**src/hdl/mlane_pcs_pkg.sv**
```systemverilog
// Shared lane count, block widths, block type codes and state types for the 4-lane PCS receive path
package mlane_pcs_pkg;

    //////////////////////////////////////////////////
    // Lane and block geometry
    //////////////////////////////////////////////////
    localparam int NUM_LANES  = 4;
    localparam int BLOCK_W    = 64;
    // x^58 + x^39 + 1
    localparam int SCR_HIST_W = 58;
    localparam int SCR_TAP    = 39;

    typedef logic [$clog2(NUM_LANES)-1:0] lane_idx_t;
    typedef logic [BLOCK_W-1:0]           block_data_t;
    typedef logic [1:0]                   sync_header_t;

    localparam sync_header_t SH_DATA = 2'b01;
    localparam sync_header_t SH_CTRL = 2'b10;

    //////////////////////////////////////////////////
    // Control block type field (payload byte 0)
    //////////////////////////////////////////////////
    typedef logic [7:0] block_type_t;

    localparam block_type_t BT_START_0 = 8'h78;
    localparam block_type_t BT_START_4 = 8'h33;
    localparam block_type_t BT_TERM_0  = 8'h87;
    localparam block_type_t BT_TERM_1  = 8'h99;
    localparam block_type_t BT_TERM_2  = 8'hAA;
    localparam block_type_t BT_TERM_3  = 8'hB4;
    localparam block_type_t BT_TERM_4  = 8'hCC;
    localparam block_type_t BT_TERM_5  = 8'hD2;
    localparam block_type_t BT_TERM_6  = 8'hE1;
    localparam block_type_t BT_TERM_7  = 8'hFF;
    localparam block_type_t BT_IDLE    = 8'h1E;

    typedef enum logic [2:0] {
        KIND_DATA,
        KIND_START,
        KIND_TERM,
        KIND_IDLE,
        KIND_INVALID
    } block_kind_t;

    // Saturates at 255
    typedef logic [7:0] err_count_t;

    //////////////////////////////////////////////////
    // Block lock
    //////////////////////////////////////////////////
    typedef logic [6:0] hdr_cnt_t;

    localparam hdr_cnt_t LOCK_GOOD_CNT = 7'd64;
    localparam hdr_cnt_t LOCK_WINDOW   = 7'd64;
    localparam hdr_cnt_t LOCK_BAD_MAX  = 7'd16;

    typedef enum logic [1:0] {
        LOCK_INIT,
        LOCK_TEST,
        LOCK_OK
    } lock_state_t;

endpackage

```
**src/hdl/lane_descrambler.sv**
```systemverilog
// Parallel 64-bit self-synchronous descrambler for one lane, history supplied by the caller
`timescale 1ns/10ps

module lane_descrambler (
    input  mlane_pcs_pkg::block_data_t scr_data_i,
    input  mlane_pcs_pkg::block_data_t hist_i,
    output mlane_pcs_pkg::block_data_t data_o
);
    import mlane_pcs_pkg::*;

    // Previous scrambled bits below, current block above
    logic [2*BLOCK_W-1:0] stream;

    assign stream = {scr_data_i, hist_i};

    // Bit 0 is the first bit on the wire
    always_comb begin
        for (int i = 0; i < BLOCK_W; i++) begin
            data_o[i] = stream[BLOCK_W+i]
                      ^ stream[BLOCK_W+i-SCR_TAP]
                      ^ stream[BLOCK_W+i-SCR_HIST_W];
        end
    end

endmodule

```
**src/hdl/descrambler_chain.sv**
```systemverilog
// Cross-lane descrambler stage, lane i seeded by lane i-1 and lane 0 by last cycle's lane 3
`timescale 1ns/10ps

module descrambler_chain (
    input  logic                        clk_156,
    input  logic                        async_reset_n,
    input  logic                        valid_i,
    input  mlane_pcs_pkg::sync_header_t header_i [mlane_pcs_pkg::NUM_LANES],
    input  mlane_pcs_pkg::block_data_t  data_i   [mlane_pcs_pkg::NUM_LANES],
    output logic                        valid_o,
    output mlane_pcs_pkg::sync_header_t header_o [mlane_pcs_pkg::NUM_LANES],
    output mlane_pcs_pkg::block_data_t  data_o   [mlane_pcs_pkg::NUM_LANES]
);
    import mlane_pcs_pkg::*;

    localparam lane_idx_t LAST_LANE = lane_idx_t'(NUM_LANES - 1);

    block_data_t hist_q;
    block_data_t lane_hist [NUM_LANES];
    block_data_t desc_data [NUM_LANES];

    //////////////////////////////////////////////////
    // History wiring
    //////////////////////////////////////////////////
    assign lane_hist[0] = hist_q;

    for (genvar i = 1; i < NUM_LANES; i++) begin : g_hist
        assign lane_hist[i] = data_i[i-1];
    end

    for (genvar i = 0; i < NUM_LANES; i++) begin : g_lane
        lane_descrambler u_lane_descrambler (
            .scr_data_i (data_i[i]),
            .hist_i     (lane_hist[i]),
            .data_o     (desc_data[i])
        );
    end

    // Lane 3 scrambled block, kept for lane 0 of the next valid cycle
    always_ff @(posedge clk_156 or negedge async_reset_n) begin
        if (!async_reset_n) begin
            hist_q  <= '0;
            valid_o <= 1'b0;
        end else begin
            valid_o <= valid_i;
            if (valid_i) begin
                hist_q <= data_i[LAST_LANE];
            end
        end
    end

    // Headers pass unscrambled
    always_ff @(posedge clk_156) begin
        if (valid_i) begin
            header_o <= header_i;
            data_o   <= desc_data;
        end
    end

    a_valid_known: assert property (
        @(posedge clk_156) disable iff (!async_reset_n) !$isunknown(valid_o)
    );

endmodule

```
**src/hdl/block_classifier.sv**
```systemverilog
// Decodes one lane's sync header and block type field into a block kind
`timescale 1ns/10ps

module block_classifier (
    input  mlane_pcs_pkg::sync_header_t header_i,
    input  mlane_pcs_pkg::block_data_t  data_i,
    output mlane_pcs_pkg::block_kind_t  kind_o
);
    import mlane_pcs_pkg::*;

    block_type_t blk_type;

    assign blk_type = data_i[7:0];

    always_comb begin
        kind_o = KIND_INVALID;
        case (header_i)
            SH_DATA: begin
                kind_o = KIND_DATA;
            end
            SH_CTRL: begin
                case (blk_type)
                    BT_START_0,
                    BT_START_4: begin
                        kind_o = KIND_START;
                    end
                    BT_TERM_0, BT_TERM_1, BT_TERM_2, BT_TERM_3,
                    BT_TERM_4, BT_TERM_5, BT_TERM_6, BT_TERM_7: begin
                        kind_o = KIND_TERM;
                    end
                    BT_IDLE: begin
                        kind_o = KIND_IDLE;
                    end
                    default: begin
                        kind_o = KIND_INVALID;
                    end
                endcase
            end
            // 00 and 11 headers
            default: begin
                kind_o = KIND_INVALID;
            end
        endcase
    end

endmodule

```
**src/hdl/frame_checker.sv**
```systemverilog
// Tracks packet state across lanes and cycles, flags sop, eop and errored blocks, counts errors
`timescale 1ns/10ps

module frame_checker (
    input  logic                                   clk_156,
    input  logic                                   async_reset_n,
    input  logic                                   valid_i,
    input  mlane_pcs_pkg::block_kind_t             kind_i [mlane_pcs_pkg::NUM_LANES],
    input  logic                                   clear_errblk_i,
    output logic                                   valid_o,
    output logic [mlane_pcs_pkg::NUM_LANES-1:0]    sop_o,
    output logic [mlane_pcs_pkg::NUM_LANES-1:0]    eop_o,
    output logic [mlane_pcs_pkg::NUM_LANES-1:0]    blk_err_o,
    output mlane_pcs_pkg::err_count_t              errd_blks_o
);
    import mlane_pcs_pkg::*;

    logic                 pkt_q;
    logic                 pkt_c;
    logic [NUM_LANES-1:0] sop_c;
    logic [NUM_LANES-1:0] eop_c;
    logic [NUM_LANES-1:0] err_c;
    logic [2:0]           nerr;
    logic [8:0]           cnt_sum;
    err_count_t           cnt_next;

    //////////////////////////////////////////////////
    // Lane walk, lane 0 first
    //////////////////////////////////////////////////
    always_comb begin
        pkt_c = pkt_q;
        sop_c = '0;
        eop_c = '0;
        err_c = '0;
        nerr  = '0;
        for (int i = 0; i < NUM_LANES; i++) begin
            case (kind_i[i])
                KIND_START: begin
                    err_c[i] = pkt_c;
                    sop_c[i] = !pkt_c;
                    pkt_c    = 1'b1;
                end
                KIND_TERM: begin
                    err_c[i] = !pkt_c;
                    eop_c[i] = pkt_c;
                    pkt_c    = 1'b0;
                end
                KIND_DATA: begin
                    err_c[i] = !pkt_c;
                end
                KIND_IDLE: begin
                    err_c[i] = 1'b0;
                end
                default: begin
                    err_c[i] = 1'b1;
                end
            endcase
            // Errored block ends any open packet
            if (err_c[i]) begin
                pkt_c = 1'b0;
            end
            nerr = nerr + 3'(err_c[i]);
        end
    end

    // Saturating add
    assign cnt_sum  = {1'b0, errd_blks_o} + 9'(nerr);
    assign cnt_next = cnt_sum[8] ? 8'hFF : cnt_sum[7:0];

    always_ff @(posedge clk_156 or negedge async_reset_n) begin
        if (!async_reset_n) begin
            pkt_q       <= 1'b0;
            valid_o     <= 1'b0;
            sop_o       <= '0;
            eop_o       <= '0;
            blk_err_o   <= '0;
            errd_blks_o <= '0;
        end else begin
            valid_o <= valid_i;
            if (valid_i) begin
                pkt_q     <= pkt_c;
                sop_o     <= sop_c;
                eop_o     <= eop_c;
                blk_err_o <= err_c;
            end else begin
                sop_o     <= '0;
                eop_o     <= '0;
                blk_err_o <= '0;
            end
            if (clear_errblk_i) begin
                errd_blks_o <= '0;
            end else if (valid_i) begin
                errd_blks_o <= cnt_next;
            end
        end
    end

    a_sop_not_err: assert property (
        @(posedge clk_156) disable iff (!async_reset_n) (sop_o & blk_err_o) == '0
    );

endmodule

```
**src/hdl/block_lock_fsm.sv**
```systemverilog
// Block lock state machine over the sync headers of all four lanes
`timescale 1ns/10ps

module block_lock_fsm (
    input  logic                        clk_156,
    input  logic                        async_reset_n,
    input  logic                        valid_i,
    input  mlane_pcs_pkg::sync_header_t header_i [mlane_pcs_pkg::NUM_LANES],
    output logic                        block_lock_o
);
    import mlane_pcs_pkg::*;

    localparam hdr_cnt_t LANE_HDRS = hdr_cnt_t'(NUM_LANES);

    lock_state_t state_q;
    lock_state_t state_d;
    hdr_cnt_t    good_q;
    hdr_cnt_t    good_d;
    hdr_cnt_t    win_q;
    hdr_cnt_t    win_d;
    hdr_cnt_t    bad_q;
    hdr_cnt_t    bad_d;
    hdr_cnt_t    bad_sum;
    logic [2:0]  nbad;
    logic        lock_q;

    always_comb begin
        nbad = '0;
        for (int i = 0; i < NUM_LANES; i++) begin
            if (header_i[i] != SH_DATA && header_i[i] != SH_CTRL) begin
                nbad = nbad + 3'd1;
            end
        end
        bad_sum = bad_q + hdr_cnt_t'(nbad);
        state_d = state_q;
        good_d  = good_q;
        win_d   = win_q;
        bad_d   = bad_q;
        case (state_q)
            LOCK_INIT, LOCK_TEST: begin
                if (nbad != '0) begin
                    state_d = LOCK_INIT;
                    good_d  = '0;
                end else if (good_q + LANE_HDRS >= LOCK_GOOD_CNT) begin
                    state_d = LOCK_OK;
                    good_d  = '0;
                    win_d   = '0;
                    bad_d   = '0;
                end else begin
                    state_d = LOCK_TEST;
                    good_d  = good_q + LANE_HDRS;
                end
            end
            LOCK_OK: begin
                if (bad_sum >= LOCK_BAD_MAX) begin
                    state_d = LOCK_INIT;
                    win_d   = '0;
                    bad_d   = '0;
                end else if (win_q + LANE_HDRS >= LOCK_WINDOW) begin
                    // Window closed, start a fresh one
                    win_d = '0;
                    bad_d = '0;
                end else begin
                    win_d = win_q + LANE_HDRS;
                    bad_d = bad_sum;
                end
            end
            default: begin
                state_d = LOCK_INIT;
            end
        endcase
    end

    always_ff @(posedge clk_156 or negedge async_reset_n) begin
        if (!async_reset_n) begin
            state_q <= LOCK_INIT;
            good_q  <= '0;
            win_q   <= '0;
            bad_q   <= '0;
            lock_q  <= 1'b0;
        end else if (valid_i) begin
            state_q <= state_d;
            good_q  <= good_d;
            win_q   <= win_d;
            bad_q   <= bad_d;
            lock_q  <= (state_d == LOCK_OK);
        end
    end

    assign block_lock_o = lock_q;

    a_lock_in_ok: assert property (
        @(posedge clk_156) disable iff (!async_reset_n) block_lock_o |-> state_q == LOCK_OK
    );

endmodule

```
**src/hdl/mlane_pcs_rx_top.sv**
```systemverilog
// Top of the 4-lane 64b/66b PCS receive path: descramble, classify, frame check and block lock
`timescale 1ns/10ps

module mlane_pcs_rx_top (
    input  logic                                clk_156,
    input  logic                                async_reset_n,
    input  logic                                rx_valid_i,
    input  mlane_pcs_pkg::sync_header_t         rx_header_i [mlane_pcs_pkg::NUM_LANES],
    input  mlane_pcs_pkg::block_data_t          rx_data_i   [mlane_pcs_pkg::NUM_LANES],
    input  logic                                clear_errblk_i,
    output logic                                rx_valid_o,
    output mlane_pcs_pkg::sync_header_t         rx_header_o [mlane_pcs_pkg::NUM_LANES],
    output mlane_pcs_pkg::block_data_t          rx_data_o   [mlane_pcs_pkg::NUM_LANES],
    output logic [mlane_pcs_pkg::NUM_LANES-1:0] sop_o,
    output logic [mlane_pcs_pkg::NUM_LANES-1:0] eop_o,
    output logic [mlane_pcs_pkg::NUM_LANES-1:0] blk_err_o,
    output mlane_pcs_pkg::err_count_t           errd_blks_o,
    output logic                                block_lock_o
);
    import mlane_pcs_pkg::*;

    logic         desc_valid;
    sync_header_t desc_header [NUM_LANES];
    block_data_t  desc_data   [NUM_LANES];
    block_kind_t  kind        [NUM_LANES];

    //////////////////////////////////////////////////
    // Stage 1 descramble
    //////////////////////////////////////////////////
    descrambler_chain u_descrambler_chain (
        .clk_156       (clk_156),
        .async_reset_n (async_reset_n),
        .valid_i       (rx_valid_i),
        .header_i      (rx_header_i),
        .data_i        (rx_data_i),
        .valid_o       (desc_valid),
        .header_o      (desc_header),
        .data_o        (desc_data)
    );

    for (genvar i = 0; i < NUM_LANES; i++) begin : g_classify
        block_classifier u_block_classifier (
            .header_i (desc_header[i]),
            .data_i   (desc_data[i]),
            .kind_o   (kind[i])
        );
    end

    //////////////////////////////////////////////////
    // Stage 2 framing and lock
    //////////////////////////////////////////////////
    frame_checker u_frame_checker (
        .clk_156        (clk_156),
        .async_reset_n  (async_reset_n),
        .valid_i        (desc_valid),
        .kind_i         (kind),
        .clear_errblk_i (clear_errblk_i),
        .valid_o        (rx_valid_o),
        .sop_o          (sop_o),
        .eop_o          (eop_o),
        .blk_err_o      (blk_err_o),
        .errd_blks_o    (errd_blks_o)
    );

    block_lock_fsm u_block_lock_fsm (
        .clk_156       (clk_156),
        .async_reset_n (async_reset_n),
        .valid_i       (desc_valid),
        .header_i      (desc_header),
        .block_lock_o  (block_lock_o)
    );

    // Keeps data and header in step with the frame flags
    always_ff @(posedge clk_156) begin
        if (desc_valid) begin
            rx_header_o <= desc_header;
            rx_data_o   <= desc_data;
        end
    end

endmodule

```
**config.mk**
```make
export PLATFORM = sky130hd
export DESIGN_NAME = mlane_pcs_rx_top
export DESIGN_NICKNAME = d
export VERILOG_FILES = /design/src/hdl/mlane_pcs_pkg.sv /design/src/hdl/lane_descrambler.sv /design/src/hdl/descrambler_chain.sv /design/src/hdl/block_classifier.sv /design/src/hdl/frame_checker.sv /design/src/hdl/block_lock_fsm.sv /design/src/hdl/mlane_pcs_rx_top.sv
export SDC_FILE = /design/constraint.sdc
export NUM_CORES = 1
export LEC_CHECK = 0
export BUFFER_PORTS_ARGS = -buffer_cell sky130_fd_sc_hd__clkbuf_2
export CAP_MARGIN = 25
export CORE_UTILIZATION = 60
export DETAILED_ROUTE_END_ITERATION = 10
export GPL_TIMING_DRIVEN = 0
export PLACE_DENSITY = 0.86
export SYNTH_ARGS = -nofsm -noshare
export SYNTH_HDL_FRONTEND = slang
export SYNTH_HIERARCHICAL = 1
export SYNTH_SLANG_ARGS = --single-unit
```
**constraint.sdc**
```tcl
create_clock -name clk_156 -period 14.05 [get_ports clk_156]
set_input_delay 1.405 -clock clk_156 [delete_from_list [all_inputs] [get_ports clk_156]]
set_output_delay 1.405 -clock clk_156 [all_outputs]
set_load 0.05 [all_outputs]
```
==> reports/qor.csv <==
stage,metric,value,unit
global_route,grt_pass1_vias,16220,
worst_hold_path,hold_depth,0,
power,swShare,0.2890,
global_route,grt_max_degree,103,
place,dp.cells,2460,
place,numPortBuffers,552,
critical_path,worst_setup_path_end_kind,flip-flop,
layout,layout.nets,2210,
power,p_switching,1.462,mW
timing,slew_headroom,0.3760,
logic_synthesis,synth_area_per_cell,21.53,um^2
timing,finalHoldViolCount,0,
place,place_area,31740,um^2
layout,syn_to_final_growth,20.12,%
floorplan,fp.dieH,218.1,um
layout,fillerInstances,2501,
critical_path,rrSetupSlack,8.77,ns
critical_path,worst_r2r_endpoint,u_frame_checker/errd_blks_o[5],
clock_network,tritoncts,yes,
power,pwr-share-seq,0.485,
floorplan,die_area,47560,um^2
power,p_clk_frac,0.312,
clock_network,cts_setup_buffers,0,
floorplan,die_w,218.1,um
worst_hold_path,hold-path-endpoint,rx_data_o[229],
worst_hold_path,hp-start,u_descrambler_chain/data_o[229],
global_route,grt_first_pass_wirelength,105900,um
route,firstDrtPassIters,5,
power,ir_worst_vdd,0.1438,mV
place,dp_worst_setup_slack,8.717,ns
timing,skew,0.01354,ns
clock_network,clockBufferDepth,3,
floorplan,std_cell_rows,78,
layout,drive_above_1_share,0.3843,
timing,setup_ws,8.772,ns
critical_path,cp.arrival,5.81,ns
route,drcViolationCount,0,
layout,regArea,18390,um^2
power,p_leak,15.15,nW
clock_network,postCtsHoldBufs,0,
logic_synthesis,netlist_instances,1301,
timing,maxSlewViolCount,0,
power,p_total,5.059,mW
critical_path,start_kind,flip-flop,
place,hpwl,51400,um
job,drv_cap,0,
place,gp_congestion,0.9249,
timing,period_minus_slack,5.278,ns
critical_path,cp_max_fo,10,
layout,final_cell_mix,"clkbuf_2, edfxtp_1, xor3_1",
global_route,track_usage,0.3138,
clock_network,numCtsBuffers,60,
layout,multiInputGateArea,9300,um^2
timing,fmax,189.5,MHz
clock_network,clk_latency,0.63,ns
clock_network,cts.reportedPaths.clkPinSlew,0.06,ns
power,p_int,3.597,mW
clock_network,ctsRootBufferMaster,clkbuf_16,
status,status,finished clean,
clock_network,postCtsResizedCells,0,
power,power.density,150.3,nW/um^2
worst_hold_path,hold_class,flip-flop to flip-flop,
logic_synthesis,synth_nets,1588,
floorplan,pin_count,554,
critical_path,critPathKind,flip-flop to flip-flop,
floorplan,start_util,0.6134,
clock_network,cts.sinks,629,
route,antenna_left,0,
route,wire_per_inst,28.79,um
global_route,grt-ovfl-total,0,
layout,design_area,33650,um^2
route,drt_wl_total,74160,um
layout,instances_no_fill,2576,
critical_path,timing.rr.start,u_descrambler_chain/data_o[192],
route,vias_per_cell,6.038,
clock_network,cts_htree_levels,2,
layout,layout_commonest_cell,clkbuf_2,
floorplan,core,45670,um^2
route,via_count,15560,
timing,setup_viol,0,
timing,worstMarginPinSlew,0.9360,ns
critical_path,r2r_cells,19,
logic_synthesis,syn-cell-area,28020,um^2
critical_path,required,14.58,ns
timing,post-route-period-util,0.3757,
route,drtIter0Drc,1506,
timing,final.setup.tns,0,ns
global_route,antenna_found_initial,2,
power,pwr-share-comb,0.203,
timing,rsz0062_at_grt,no,
logic_synthesis,ys.warnings.count,6,
per-stage QoR:
stage               hold WS [ns]  utilization
floorplan                 0.4003            -
global placement          0.4001       0.6903
detailed placement        0.4045       0.6950
CTS                       0.4141       0.7365
global route              0.4154       0.7367
finish                    0.4119       0.7368
layout make-up:
type                            count  share of cell area
Sequential cell                   629              0.5464
Tap cell                          600             0.02231
Multi-Input combinational cell    623              0.2764
Timing Repair Buffer              560             0.08857
Clock buffer                       96             0.05284
Clock inverter                     18            0.003569
Inverter                           29            0.003235
Buffer                             20            0.006656
Antenna cell                        1          0.00007436
registers in the layout, indices dropped and copies added, names as in the netlist, 5 cells and up:
signal                        cells
rx_data_o                       256
rx_header_o                       8
u_block_lock_fsm/bad_q            7
u_block_lock_fsm/good_q           5
u_block_lock_fsm/win_q            5
u_descrambler_chain/data_o      256
u_descrambler_chain/header_o      8
u_descrambler_chain/hist_q       58
u_frame_checker/errd_blks_o       8
critical path, stage by stage, from the launching register on:
cell and delay [ns]:
edfxtp_1 0.55, and4bb_4 0.41, nand2_1 0.07, o22ai_1 0.15
and4_1 0.32, a21boi_0 0.19, a211oi_4 0.44, nor2_1 0.11
or4_1 0.53, buf_2 0.17, mux2i_1 0.25, nor2_1 0.12
fa_1 0.41, inv_1 0.09, fa_1 0.22, nand3_1 0.14
nor2_1 0.27, nand3_1 0.28, and4_1 0.29, nor3_1 0.18
power groups by stage:
stage	logic, mW	registers [mW]	clock network, mW
after floorplan	0.390	2.77	0
after global placement	0.954	2.49	0
after detailed placement	1.01	2.48	0
after CTS	1.02	2.45	1.60
after global routing	1.07	2.47	1.66
final	1.03	2.45	1.58
worst max path at each step:
stage | from | to | slack, ns | cells past startpoint
6_report | u_descrambler_chain/data_o[192] | u_frame_checker/errd_blks_o[5] | 8.77 | 19
4_1_cts | u_descrambler_chain/data_o[69] | u_frame_checker/errd_blks_o[5] | 8.61 | 20
2_1_floorplan | u_descrambler_chain/valid_o | u_frame_checker/errd_blks_o[7] | 6.74 | 4
5_1_grt | u_descrambler_chain/data_o[133] | u_frame_checker/errd_blks_o[5] | 8.52 | 20
3_5_place_dp | u_descrambler_chain/data_o[68] | u_frame_checker/errd_blks_o[5] | 8.72 | 19
3_3_place_gp | u_descrambler_chain/valid_o | u_block_lock_fsm/win_q[2] | 3.66 | 2
routing by layer:
layer,global-route usage,part of all wire,up-vias
li1,-,-,6397
met2,0.5451,0.52,1066
met1,0.3791,0.35,7879
met5,0,0.00018,-
met4,0.1301,0.043,2
met3,0.07155,0.089,211
(Power assumes the default switching activity.)
